===== config.mk =====
export PLATFORM = sky130hd
export DESIGN_NAME = alu_top
export DESIGN_NICKNAME = d
export VERILOG_FILES = /design/src/logic/alu_pkg.sv /design/src/logic/alu_top.sv /design/src/logic/alu_datapath.sv /design/src/logic/alu_sequencer.sv
export SDC_FILE = /design/constraint.sdc
export NUM_CORES = 1
export LEC_CHECK = 0
export BUFFER_PORTS_ARGS = -buffer_cell sky130_fd_sc_hd__buf_2
export CAP_MARGIN = 5
export CELL_PAD_IN_SITES_DETAIL_PLACEMENT = 1
export CELL_PAD_IN_SITES_GLOBAL_PLACEMENT = 2
export CORE_ASPECT_RATIO = 0.75
export CORE_MARGIN = 2
export CORE_UTILIZATION = 30
export DETAILED_ROUTE_END_ITERATION = 10
export HOLD_SLACK_MARGIN = 0.1
export PLACE_DENSITY_LB_ADDON = 0.1
export SYNTH_ARGS = -nofsm -noshare
export SYNTH_HDL_FRONTEND = slang
export SYNTH_HIERARCHICAL = 1
export SYNTH_SLANG_ARGS = --single-unit

===== constraint.sdc =====
create_clock -name clk -period 3.65 [get_ports clk]
set_clock_uncertainty 0.05 [all_clocks]
set_input_delay 0.73 -clock clk [delete_from_list [all_inputs] [get_ports clk]]
set_output_delay 0.73 -clock clk [all_outputs]
set_load 0.03 [all_outputs]

===== src/logic/alu_pkg.sv =====
// ALU shared widths, operation codes and sequencer state codes
`default_nettype none

package alu_pkg;

  // Operand and result width
  localparam int DATA_WIDTH  = 16;
  // Step counter, counts DATA_WIDTH-1 down to 0
  localparam int COUNT_WIDTH = 4;

  // Operation codes
  localparam int OP_WIDTH = 2;

  localparam logic [OP_WIDTH-1:0] OP_ADD = 2'd0;  // Sum, wraps
  localparam logic [OP_WIDTH-1:0] OP_SUB = 2'd1;  // Difference, wraps
  localparam logic [OP_WIDTH-1:0] OP_MUL = 2'd2;  // Low half of product
  localparam logic [OP_WIDTH-1:0] OP_DIV = 2'd3;  // Unsigned quotient

  // Sequencer states
  localparam int STATE_WIDTH = 3;

  localparam logic [STATE_WIDTH-1:0] ST_WAIT   = 3'd0;  // Idle, input ready
  localparam logic [STATE_WIDTH-1:0] ST_ADD    = 3'd1;  // Single add step
  localparam logic [STATE_WIDTH-1:0] ST_SUB    = 3'd2;  // Single subtract step
  localparam logic [STATE_WIDTH-1:0] ST_MUL    = 3'd3;  // Shift-and-add loop
  localparam logic [STATE_WIDTH-1:0] ST_DIV    = 3'd4;  // Restoring division loop
  localparam logic [STATE_WIDTH-1:0] ST_RESULT = 3'd5;  // Result offered
  localparam logic [STATE_WIDTH-1:0] ST_ERROR  = 3'd6;  // Divide by zero offered

  // Code 7 is unused, the sequencer falls back to ST_WAIT

endpackage

`default_nettype wire

===== src/logic/alu_top.sv =====
// ALU top level, sequencer and datapath joined to the handshake ports
`timescale 1ns/100ps
`default_nettype none

module alu_top (
  input  logic                           clk,
  input  logic                           rst_n,

  // Operation in
  input  logic [alu_pkg::DATA_WIDTH-1:0] i_a,
  input  logic [alu_pkg::DATA_WIDTH-1:0] i_b,
  input  logic [alu_pkg::OP_WIDTH-1:0]   i_op,
  input  logic                           i_valid,
  output logic                           o_ready,

  // Result out
  output logic [alu_pkg::DATA_WIDTH-1:0] o_result,
  output logic                           o_error,         // Divide by zero
  output logic                           o_result_valid,
  input  logic                           i_result_ready
);

  // Step strobes, sequencer to datapath
  logic load;
  logic do_add;
  logic do_sub;
  logic mul_step;
  logic div_step;

  alu_sequencer u_sequencer (
    .clk            (clk),
    .rst_n          (rst_n),
    .i_valid        (i_valid),
    .i_op           (i_op),
    .i_b            (i_b),
    .o_ready        (o_ready),
    .o_result_valid (o_result_valid),
    .o_error        (o_error),
    .i_result_ready (i_result_ready),
    .o_load         (load),
    .o_do_add       (do_add),
    .o_do_sub       (do_sub),
    .o_mul_step     (mul_step),
    .o_div_step     (div_step)
  );

  alu_datapath u_datapath (
    .clk        (clk),
    .rst_n      (rst_n),
    .i_a        (i_a),
    .i_b        (i_b),
    .i_load     (load),
    .i_do_add   (do_add),
    .i_do_sub   (do_sub),
    .i_mul_step (mul_step),
    .i_div_step (div_step),
    .o_result   (o_result)
  );

endmodule

`default_nettype wire


===== src/logic/alu_datapath.sv =====
// ALU datapath, operand and result registers around one shared adder
`timescale 1ns/100ps
`default_nettype none

module alu_datapath (
  input  logic                           clk,
  input  logic                           rst_n,

  input  logic [alu_pkg::DATA_WIDTH-1:0] i_a,
  input  logic [alu_pkg::DATA_WIDTH-1:0] i_b,

  input  logic                           i_load,      // Capture operands, clear result
  input  logic                           i_do_add,
  input  logic                           i_do_sub,
  input  logic                           i_mul_step,
  input  logic                           i_div_step,

  output logic [alu_pkg::DATA_WIDTH-1:0] o_result
);
  import alu_pkg::*;

  // Upper half of A is the division remainder
  logic [2*DATA_WIDTH-1:0] a_reg;
  logic [DATA_WIDTH-1:0]   b_reg;
  logic [DATA_WIDTH-1:0]   result_reg;

  // Shared adder
  logic [DATA_WIDTH-1:0] adder_a;
  logic [DATA_WIDTH-1:0] adder_b;
  logic                  adder_cin;
  logic [DATA_WIDTH:0]   adder_full;   // Carry in top bit
  logic [DATA_WIDTH-1:0] adder_sum;
  logic                  adder_carry;

  logic divides;  // Trial subtraction did not borrow

  assign adder_full = {1'b0, adder_a} + {1'b0, adder_b} + {{DATA_WIDTH{1'b0}}, adder_cin};
  assign adder_sum   = adder_full[DATA_WIDTH-1:0];
  assign adder_carry = adder_full[DATA_WIDTH];

  // Shifted remainder is 17 bits wide, top bit set means it always fits
  assign divides = adder_carry | a_reg[2*DATA_WIDTH-1];

  assign o_result = result_reg;

  // Adder input select
  always_comb begin
    adder_a   = '0;
    adder_b   = '0;
    adder_cin = 1'b0;
    if (i_do_add) begin
      adder_a = a_reg[DATA_WIDTH-1:0];
      adder_b = b_reg;
    end else if (i_do_sub) begin
      adder_a   = a_reg[DATA_WIDTH-1:0];
      adder_b   = ~b_reg;  // Two's complement, +1 via carry in
      adder_cin = 1'b1;
    end else if (i_mul_step) begin
      adder_a = result_reg;  // Partial product accumulate
      adder_b = b_reg;
    end else if (i_div_step) begin
      // Remainder shifted left by one, minus divisor
      adder_a   = a_reg[2*DATA_WIDTH-2:DATA_WIDTH-1];
      adder_b   = ~b_reg;
      adder_cin = 1'b1;
    end
  end

  // A register
  always_ff @(posedge clk) begin
    if (i_load) begin
      a_reg <= {{DATA_WIDTH{1'b0}}, i_a};  // Remainder starts at zero
    end else if (i_mul_step) begin
      a_reg[DATA_WIDTH-1:0] <= {1'b0, a_reg[DATA_WIDTH-1:1]};  // Next multiplier bit to LSB
    end else if (i_div_step) begin
      if (divides) begin
        // Keep the difference as new remainder
        a_reg <= {adder_sum, a_reg[DATA_WIDTH-2:0], 1'b0};
      end else begin
        a_reg <= {a_reg[2*DATA_WIDTH-2:0], 1'b0};  // Restore, shift only
      end
    end
  end

  // B register
  always_ff @(posedge clk) begin
    if (i_load) begin
      b_reg <= i_b;
    end else if (i_mul_step) begin
      b_reg <= {b_reg[DATA_WIDTH-2:0], 1'b0};  // Weight of next partial product
    end
  end

  // Result register
  // Cleared on reset and at acceptance, so divide by zero reads zero
  always_ff @(posedge clk) begin
    if (!rst_n) begin
      result_reg <= '0;
    end else if (i_load) begin
      result_reg <= '0;
    end else if (i_do_add || i_do_sub) begin
      result_reg <= adder_sum;
    end else if (i_mul_step) begin
      if (a_reg[0]) begin
        result_reg <= adder_sum;  // Add only for a set multiplier bit
      end
    end else if (i_div_step) begin
      result_reg <= {result_reg[DATA_WIDTH-2:0], divides};  // Quotient bit in, MSB first
    end
  end

endmodule

`default_nettype wire


===== src/logic/alu_sequencer.sv =====
// ALU sequencer, accepts operations, counts multi-cycle steps, drives the result handshake
`timescale 1ns/100ps
`default_nettype none

module alu_sequencer (
  input  logic                           clk,
  input  logic                           rst_n,

  input  logic                           i_valid,
  input  logic [alu_pkg::OP_WIDTH-1:0]   i_op,
  input  logic [alu_pkg::DATA_WIDTH-1:0] i_b,             // Divisor, zero test only
  output logic                           o_ready,

  output logic                           o_result_valid,
  output logic                           o_error,
  input  logic                           i_result_ready,

  output logic                           o_load,          // Accept this cycle
  output logic                           o_do_add,
  output logic                           o_do_sub,
  output logic                           o_mul_step,
  output logic                           o_div_step
);
  import alu_pkg::*;

  logic [STATE_WIDTH-1:0] state;
  logic [COUNT_WIDTH-1:0] count;   // Steps left in MUL/DIV
  logic                   b_zero;  // Divide by zero at acceptance

  assign b_zero = (i_b == '0);

  // Handshake levels, pure state decode
  assign o_ready        = (state == ST_WAIT);
  assign o_result_valid = (state == ST_RESULT) || (state == ST_ERROR);
  assign o_error        = (state == ST_ERROR);

  // Operation accepted
  assign o_load = o_ready && i_valid;

  // Datapath step strobes
  assign o_do_add   = (state == ST_ADD);
  assign o_do_sub   = (state == ST_SUB);
  assign o_mul_step = (state == ST_MUL);
  assign o_div_step = (state == ST_DIV);

  // State register
  always_ff @(posedge clk) begin
    if (!rst_n) begin
      state <= ST_WAIT;
    end else begin
      case (state)
        ST_WAIT: begin
          if (o_load) begin
            case (i_op)
              OP_ADD:  state <= ST_ADD;
              OP_SUB:  state <= ST_SUB;
              OP_MUL:  state <= ST_MUL;
              OP_DIV:  state <= b_zero ? ST_ERROR : ST_DIV;  // Error skips the loop
              default: state <= ST_WAIT;
            endcase
          end
        end

        // One adder pass, result written on leaving
        ST_ADD,
        ST_SUB: begin
          state <= ST_RESULT;
        end

        // Last of the DATA_WIDTH steps runs with count at 0
        ST_MUL,
        ST_DIV: begin
          if (count == '0) begin
            state <= ST_RESULT;
          end
        end

        // Hold until taken, back-pressure keeps everything frozen
        ST_RESULT,
        ST_ERROR: begin
          if (i_result_ready) begin
            state <= ST_WAIT;
          end
        end

        default: begin
          state <= ST_WAIT;  // Unused code
        end
      endcase
    end
  end

  // Step counter
  // Reloads in every state that is not stepping, so MUL/DIV start at 15
  always_ff @(posedge clk) begin
    if (!rst_n) begin
      count <= '0;
    end else if (o_mul_step || o_div_step) begin
      count <= count - 1'b1;
    end else begin
      count <= COUNT_WIDTH'(DATA_WIDTH - 1);
    end
  end

endmodule

`default_nettype wire


==> results.ini, run 1 <==
[finish]
diodes = 0
drive_above_1_share_pct = 27.4
regArea_um2 = 1750
nets = 646
syn_to_final_growth_pct = 25.6
fillCellCount = 1782
largest_reg_flops = 32
multi_input_comb_area_um2 = 2810

[critical_path]
cp.arrival_ns = 3.71
cp_slowest_stage_delay_ns = 0.39
required_ns = 3.85
r2r_cells = 16
crit_slowest_cell = dfxtp_4
crit_chain = and3b_2 > nand2b_4 > a21o_1 > nor2_1 > a21oi_2 > fa_2 > inv_1 > fa_2 > a21o_1 > a221oi_4 > or3_4 > nand2_4 > o21a_4 > clkbuf_16 > mux2i_1 > a211oi_1
path_class = reg -> reg
critPathLaunchType = register
cp-end-kind = register
worstPathMaxFanout = 8

[clocking]
clkLatencyLatePin_ns = 0.34
clockBufferDepth = 2
cts.clk_slew.worst_paths_ns = 0.06
cts_buffers = 9
numClockSinks = 71
cts_tree = yes
cts_root_buf = clkbuf_16
htree_levels = 3

[logic_synthesis]
seq_area_frac_synth_pct = 37.9
syn_avg_cell_area_um2 = 8.86
synthesis.instances = 519
synth_cell_types = 60
syn_nets = 575
syn_area_um2 = 4600
async_flop_share_pct = 0
synth_edf_count = 32
synth_top_flop_cell = dfxtp_1
yosysWarnings = 6
ys_ff_latch = 71

[status]
status = finished clean

[floorplan]
initial_utilization_pct = 30.4
coreArea_um2 = 15100
die_h_um = 111
dieArea_um2 = 16400
die_x_um = 147
rows = 39
ios = 57

[timing]
whs_ns = 0.440
finalCritPeriodShare_pct = 95.9
min_period_ns = 3.50
max_slew_margin_pct = 47.4
max_freq_mhz = 286
hold_violations = 0
worst_pin_slew_ns = 0.787
fin_ws_ns = 0.148
setup_viol = 0
slew_violations = 0

[grt]
grt_first_pass_wirelength_mm = 23.2
grt_max_degree = 52
grt_overflow = 0
grt_pass1_vias = 4202
grtUsageTotal_pct = 18.3
antenna_found_initial = 0

[flow_run]
drv_cap = 0

[place]
gp_congestion = 0.837
dp_hpwl_mm = 11.0
dp_slack_ns = -0.143
port_buffers = 56

[route]
ant_nets = 0
first_pass_iters = 4
first_iter_violations = 173
vias = 4170
wire_per_inst_um = 18.5
vias_per_cell = 5.21
drc = 0
routed_wl_mm = 14.8

[hold_path]
hold_depth = 1
hp-class = reg -> reg

==> kinds of logic (layout without fill, tap and decap cells) <==
group           after synthesis  in the layout  synth area share (%)
compound gates              157            157                  22.3
mux                          43             43                  9.76
xor+xnor                     15             15                  2.86
buf+inv                      42            118                  4.27
flops                        71             71                  37.9
simple gates                173            173                  17.7
fa+ha+maj                    18             18                  5.22
==> worst max-delay path: cells and delay by family, from the launching register on <==
family          cells  cell delay (ns)
compound gates      6             1.28
simple gates        5             0.79
fa+ha+maj           2             0.56
flops               1             0.39
buf+inv             2             0.22
mux                 1             0.12
==> timing repair <==
action / in CTS / in global routing
setup endpoints to repair: 19 / 25
setup buffers: 2 / 4
pin swaps: 0 / 10
resized for setup: 10 / 27
hold buffers: 0 / 0
gates cloned: 0 / 2
==> placed cells by master (no fill, tap or decap), types with 5 or more instances in the layout <==
cell and count:
nand2_1 66, buf_2 56, nor2_1 52, dfxtp_1 37, o21ai_0 34, buf_4 32
edfxtp_1 32, mux2i_1 26, a21oi_1 24, a22oi_1 19, a211oi_1 19, mux2_2 15
ha_1 15, clkbuf_16 12, a21oi_2 11, a21o_1 10, xnor2_1 10, inv_1 8
nand3_1 8, a311oi_1 7, o21ai_1 6, and3_1 6, xor2_1 5
==> cell type report <==
type	instances	area share, %
Sequential cell	71	30.3
Timing Repair Buffer	94	11.1
Clock buffer	12	4.63
Clock inverter	4	0.433
Multi-Input combinational cell	406	48.6
Tap cell	205	4.44
Inverter	8	0.520
==> Yosys cell counts, types with 2 or more instances <==
library cell,instances,area share [%]
o211ai_1,4,0.65
a21oi_1,34,3.7
o21ai_0,40,4.4
mux2_2,15,3.7
dfxtp_1,39,17
a31oi_1,2,0.27
nand3_1,8,0.87
a21o_1,10,1.6
a21boi_0,4,0.65
a221oi_1,2,0.38
nor3b_1,3,0.49
nand2_1,66,5.4
buf_1,3,0.24
nand2b_1,5,0.68
xnor2_1,10,1.9
inv_1,8,0.65
nor4_1,4,0.54
nand4b_1,2,0.38
or2_2,2,0.27
buf_6,2,0.49
buf_4,2,0.33
and3_1,6,0.82
and3b_2,2,0.44
nor2_1,53,4.3
a22oi_1,19,3.1
mux2i_1,28,6.1
o21a_1,3,0.49
nand3b_1,4,0.65
fa_1,2,0.87
clkbuf_1,26,2.1
ha_1,16,4.4
xor2_1,5,0.95
a211oi_1,20,3.3
edfxtp_1,32,21
nor3_1,3,0.33
or3_1,2,0.27
and2_1,4,0.54
a311oi_1,7,1.3
==> routing by layer <==
| layer | wire [µm] | track usage, % | vias up | share of wire [%] |
|---|---|---|---|---|
| li1 | - | - | 2069 | - |
| met1 | 7770 | 27.5 | 2000 | 53 |
| met2 | 6070 | 26.1 | 84 | 41 |
| met3 | 682 | 4.32 | 17 | 4.6 |
| met4 | 252 | 4.87 | 0 | 1.7 |
| met5 | 0 | 0 | - | 0 |
==> worst paths after layout <==
kind                                           start              endpoint  slack, ns
worst max register to register  u_sequencer/state[0]  u_datapath/a_reg[21]       0.15
worst min register to register  u_sequencer/count[0]  u_sequencer/count[0]       0.44
worst min-delay path            u_sequencer/count[0]  u_sequencer/count[0]       0.44
worst max-delay path            u_sequencer/state[0]  u_datapath/a_reg[21]       0.15
==> stage by stage <==
step / std cells / utilization, % / TNS [ns] / instance area (µm²)
2_1_floorplan: 519 / - / 0 / 4630
3_3_place_gp: 776 / 34.8 / -0.00367 / 5260
3_5_place_dp: 776 / 34.8 / -0.954 / 5260
4_1_cts: 794 / 37.1 / 0 / 5610
5_1_grt: 800 / 38.2 / -0.0427 / 5780
6_report: 800 / 38.2 / 0 / 5780
Power of run 1 is not shown: default switching activity piles up to over one toggle a cycle in this logic, so the estimate is an artifact.
==> run 2, diff against run 1 <==
--- a/config.mk
+++ b/config.mk
@@ -6,12 +6,12 @@
 export NUM_CORES = 1
 export LEC_CHECK = 0
 export BUFFER_PORTS_ARGS = -buffer_cell sky130_fd_sc_hd__buf_2
-export CAP_MARGIN = 5
+export CAP_MARGIN = 15
 export CELL_PAD_IN_SITES_DETAIL_PLACEMENT = 1
 export CELL_PAD_IN_SITES_GLOBAL_PLACEMENT = 2
 export CORE_ASPECT_RATIO = 0.75
 export CORE_MARGIN = 2
-export CORE_UTILIZATION = 30
+export CORE_UTILIZATION = 32
 export DETAILED_ROUTE_END_ITERATION = 10
 export HOLD_SLACK_MARGIN = 0.1
 export PLACE_DENSITY_LB_ADDON = 0.1
==> run 2 against run 1 <==
  * Sequential share of layout area is 0.39 points higher
  * Global-route usage grew 1.6 points
  * Critical path depth fell by 1
  * Critical endpoint is now u_datapath/a_reg[27]
  * Design area is 1.2% lower
==> results.ini, run 2 (synthesis gave the netlist of run 1 again) <==
[finish]
layout_commonest_cell = nand2_1
nets = 651
mostFrequentLayoutCells = nand2_1, buf_2, nor2_1, buf_4, dfxtp_1
largest_reg_flops = 32
final_cell_area_um2 = 5710
diodes = 0
syn_to_final_growth_pct = 24.1
drive_above_1_share_pct = 27.2

[timing]
min_period_ns = 3.52
setup_viol = 0
max_freq_mhz = 284
slew_violations = 0
fin_ws_ns = 0.125
max_slew_margin_pct = 44.9
finalCritPeriodShare_pct = 96.6
hold_violations = 0
worst_pin_slew_ns = 0.827

[clocking]
cts_tree = yes
ctsHoldBuffers = 0
numClockSinks = 71
cts.clk_slew.worst_paths_ns = 0.06
cts_buffers = 9
htree_levels = 3
clkLatencyLatePin_ns = 0.35
cts_root_buf = clkbuf_16
clockBufferDepth = 2

[critical_path]
timing.rr.end = u_datapath/a_reg[27]
r2r_cells = 15
r2r-start = u_sequencer/state[0]
required_ns = 3.86
reg2reg_setup_slack_ns = 0.13
crit_chain = buf_4 > nor3b_4 > buf_4 > nor2_2 > buf_12 > nor2_1 > a21oi_2 > ha_1 > a21o_1 > and2_1 > or4_1 > o21a_1 > buf_12 > mux2i_1 > a211oi_1
critical_path.startpoint = u_sequencer/state[0]
crit_slowest_cell = or4_1
endpoint = u_datapath/a_reg[27]
path_class = reg -> reg
cp-end-kind = register
cp_slowest_stage_delay_ns = 0.42
worstPathMaxFanout = 32
critPathLaunchType = register
cp.arrival_ns = 3.74

[floorplan]
initial_utilization_pct = 33.1
ios = 57
rows = 37
die_h_um = 108
dieArea_um2 = 15400
coreArea_um2 = 13900
die_x_um = 142

[grt]
grt_overflow = 0
antenna_found_initial = 0
grtUsageTotal_pct = 19.9
grt_first_pass_wirelength_mm = 23.3
grt_max_degree = 52
grt_pass1_vias = 4184

[route]
drc = 0
first_pass_iters = 5
routed_wl_mm = 14.4
vias = 4133
ant_nets = 0
first_iter_violations = 268
vias_per_cell = 5.33
wire_per_inst_um = 18.6

[place]
placedInstanceArea_um2 = 5280
dp_hpwl_mm = 11.1
gp_congestion = 0.852
dp_slack_ns = -0.211
port_buffers = 56

[flow_run]
drv_cap = 0

[hold_path]
hp-class = reg -> reg

[status]
status = finished clean

## run 2: cell count changes in the layout (fill, tap and decap cells not counted), moves of 2 or more
cell	change
o21ai_2	+2
mux2i_2	-2
mux2i_1	+2
clkbuf_16	-2
buf_4	+6
o21ai_1	-3
a21oi_1	+5
a21oi_2	-5
## run 2: repair_timing
action	4_1_cts	5_1_grt
setup endpoints to repair	20	28
pin swaps	1	12
gates cloned	0	1
resized for setup	6	25
setup buffers	0	3
## run 2: layout make-up
type,count,area (µm²)
Clock buffer,10,239
Sequential cell,71,1750
Inverter,8,30.0
Tap cell,175,219
Clock inverter,6,40.0
Timing Repair Buffer,99,662
Multi-Input combinational cell,406,2770
Fill cell,1637,8180
## run 2: per-layer routing
metal | vias up | part of all wire, % | GRT usage (%)
met5 | - | 0 | 0
met4 | 0 | 1.6 | 5.45
met3 | 14 | 3.8 | 4.14
met2 | 79 | 39 | 27.5
met1 | 1973 | 56 | 30.8
li1 | 2067 | - | -
## run 2: per-stage QoR
| stage | hold WS, ns | std cells | TNS (ns) | util, % |
|---|---|---|---|---|
| global placement | 0.416 | 755 | -1.94 | 38.0 |
| finish | 0.419 | 775 | 0 | 41.1 |
| CTS | 0.425 | 771 | 0 | 40.2 |
| global route | 0.474 | 775 | -0.00353 | 41.1 |
| floorplan | 0.391 | 519 | 0 | - |
| detailed placement | 0.417 | 755 | -3.02 | 38.0 |
## run 2: how the worst min path moves through the flow
stage,start,end,depth (start not counted)
after floorplan,u_sequencer/count[0],u_sequencer/count[0],1
after global placement,u_sequencer/count[0],u_sequencer/count[0],1
after detailed placement,u_sequencer/count[0],u_sequencer/count[0],1
after CTS,u_sequencer/count[0],u_sequencer/count[0],1
after global routing,u_sequencer/count[0],u_sequencer/count[0],1
final,u_sequencer/count[0],u_sequencer/count[0],1
## run 2: worst max-delay path: cells and delay by family (launching register included)
kind            cells  cell delay (ns)
buf+inv             4             0.64
fa+ha+maj           1             0.33
compound gates      4             0.78
flops               1             0.36
simple gates        5             1.13
mux                 1             0.13
Power of run 2 is left out for the same reason.
==> run 3, diff against run 2 <==
--- a/config.mk
+++ b/config.mk
@@ -11,7 +11,7 @@
 export CELL_PAD_IN_SITES_GLOBAL_PLACEMENT = 2
 export CORE_ASPECT_RATIO = 0.75
 export CORE_MARGIN = 2
-export CORE_UTILIZATION = 32
+export CORE_UTILIZATION = 36
 export DETAILED_ROUTE_END_ITERATION = 10
 export HOLD_SLACK_MARGIN = 0.1
 export PLACE_DENSITY_LB_ADDON = 0.1
==> constraint.sdc (replaced) <==
create_clock -name clk -period 3.4 [get_ports clk]
set_clock_uncertainty 0.05 [all_clocks]
set_input_delay 0.68 -clock clk [delete_from_list [all_inputs] [get_ports clk]]
set_output_delay 0.68 -clock clk [all_outputs]
set_load 0.03 [all_outputs]
==> run 3 against run 2 <==
  * The flow now finishes with violations (setup timing)
  * Global-route usage grew 3.8 points
  * Register-to-register slack got worse by 0.27 ns
  * Fmax is 0.65% lower
  * Hold slack better by 0.026 ns
  * Via count increased by 6.8%
  * Non-clock buffer count is 41 higher
  * Critical path depth unchanged
==> results.ini, run 3 (synthesis gave the netlist of run 1 again) <==
[clocking]
htree_levels = 3
cts.clk_slew.worst_paths_ns = 0.06
numClockSinks = 71
clkLatencyLatePin_ns = 0.34
clockBufferDepth = 2
cts_root_buf = clkbuf_16
cts_buffers = 9
cts_tree = yes
ctsHoldBuffers = 0

[timing]
hold_violations = 0
setup_viol = 18
max_freq_mhz = 282
fin_ws_ns = -0.148
max_slew_margin_pct = 37.6
rsz0062_at_grt = yes
slew_violations = 0
worst_pin_slew_ns = 0.935
finalCritPeriodShare_pct = 104
min_period_ns = 3.55

[floorplan]
dieArea_um2 = 13700
ios = 57
die_h_um = 102
rows = 35
initial_utilization_pct = 37.1
die_x_um = 135
coreArea_um2 = 12400

[flow_run]
drv_cap = 0

[critical_path]
required_ns = 3.56
r2r-start = u_sequencer/state[2]
reg2reg_setup_slack_ns = -0.15
path_class = reg -> reg
cp-end-kind = register
critPathLaunchType = register
timing.rr.end = u_datapath/a_reg[17]
r2r_cells = 15
cp.arrival_ns = 3.71
worstPathMaxFanout = 9

[finish]
layout_commonest_cell = buf_4
nets = 692
drive_above_1_share_pct = 38.8
mostFrequentLayoutCells = buf_4, nand2_1, buf_2, nor2_1, dfxtp_1
syn_to_final_growth_pct = 38.5
largest_reg_flops = 32
diodes = 0

[place]
dp_slack_ns = -0.241
dp_hpwl_mm = 11.5
gp_congestion = 0.879
port_buffers = 56

[route]
first_pass_iters = 4
vias_per_cell = 5.47
ant_nets = 0
wire_per_inst_um = 19.7
vias = 4415
routed_wl_mm = 15.9
first_iter_violations = 216
drc = 0

[grt]
grt_overflow = 0
grt_pass1_vias = 4431
grt_first_pass_wirelength_mm = 24.8
grt_max_degree = 52
antenna_found_initial = 0
grtUsageTotal_pct = 23.7

[hold_path]
hold_depth = 1
hold_end = u_sequencer/count[0]
hp-class = reg -> reg
worstHoldStart = u_sequencer/count[0]

[status]
status = finished with violations
violations = setup timing

## run 3: cell types whose count changed in the layout (fill, tap and decap cells not counted), sizes merged
cell / before / now
clkbuf: 11 / 12
clkinv: 2 / 3
inv: 12 / 9
buf: 98 / 140
## run 3: final cells by class
| cell class | count | area (µm²) |
|---|---|---|
| flip-flops and latches | 71 | 1750 |
| clock buffers | 12 | 279 |
| multi-input cells | 406 | 3060 |
| well taps | 166 | 208 |
| clock inverters | 4 | 25.0 |
| fillers | 1442 | 6020 |
| inverters | 8 | 30.0 |
| repair buffers | 140 | 1010 |
## run 3: what timing repair did
item | CTS | global route
cloned | 1 | 1
setup buffers | 8 | 5
pin swaps | 13 | 27
endpoints found under the setup margin | 26 | 28
gates resized for setup | 37 | 50
## run 3: worst max path at each step
| stage | slack, ns | start | to |
|---|---|---|---|
| 6_report | -0.15 | u_sequencer/state[2] | u_datapath/a_reg[17] |
| 4_1_cts | -0.02 | u_sequencer/state[2] | u_datapath/a_reg[30] |
| 2_1_floorplan | -0.07 | u_sequencer/state[2] | u_datapath/a_reg[30] |
| 5_1_grt | -0.32 | u_sequencer/state[2] | u_datapath/a_reg[19] |
| 3_5_place_dp | -0.24 | u_sequencer/state[2] | u_datapath/a_reg[30] |
| 3_3_place_gp | -0.03 | u_sequencer/state[2] | u_datapath/o_result[13] |
## run 3: worst max-delay path, stage by stage, from the launching register on
cell	delay [ns]
dfxtp_4	0.39
and3b_2	0.28
nand2b_4	0.17
a21o_4	0.25
buf_6	0.15
fa_2	0.40
inv_2	0.08
fa_2	0.20
a21o_1	0.17
a221oi_2	0.08
or3_4	0.39
nand2_4	0.10
o21a_4	0.18
buf_12	0.16
mux2i_2	0.26
a211oi_2	0.10
## run 3: layer usage
metal | track usage [%] | wire length [µm]
met5 | 0 | 0
met4 | 7.13 | 289
met3 | 4.02 | 783
met2 | 36.2 | 6910
met1 | 34.4 | 7940
## run 3: stage by stage
stage	hold WS, ns	TNS, ns	cell area [µm²]	utilization (%)	instances
detailed placement	0.436	-2.47	5550	44.8	776
global placement	0.413	-0.0523	5550	44.8	776
floorplan	0.391	-0.479	4670	-	519
finish	0.446	-1.48	6370	51.4	807
CTS	0.451	-0.0531	6070	49.0	801
global route	0.471	-4.70	6370	51.4	807
Power of run 3 is left out for the same reason.
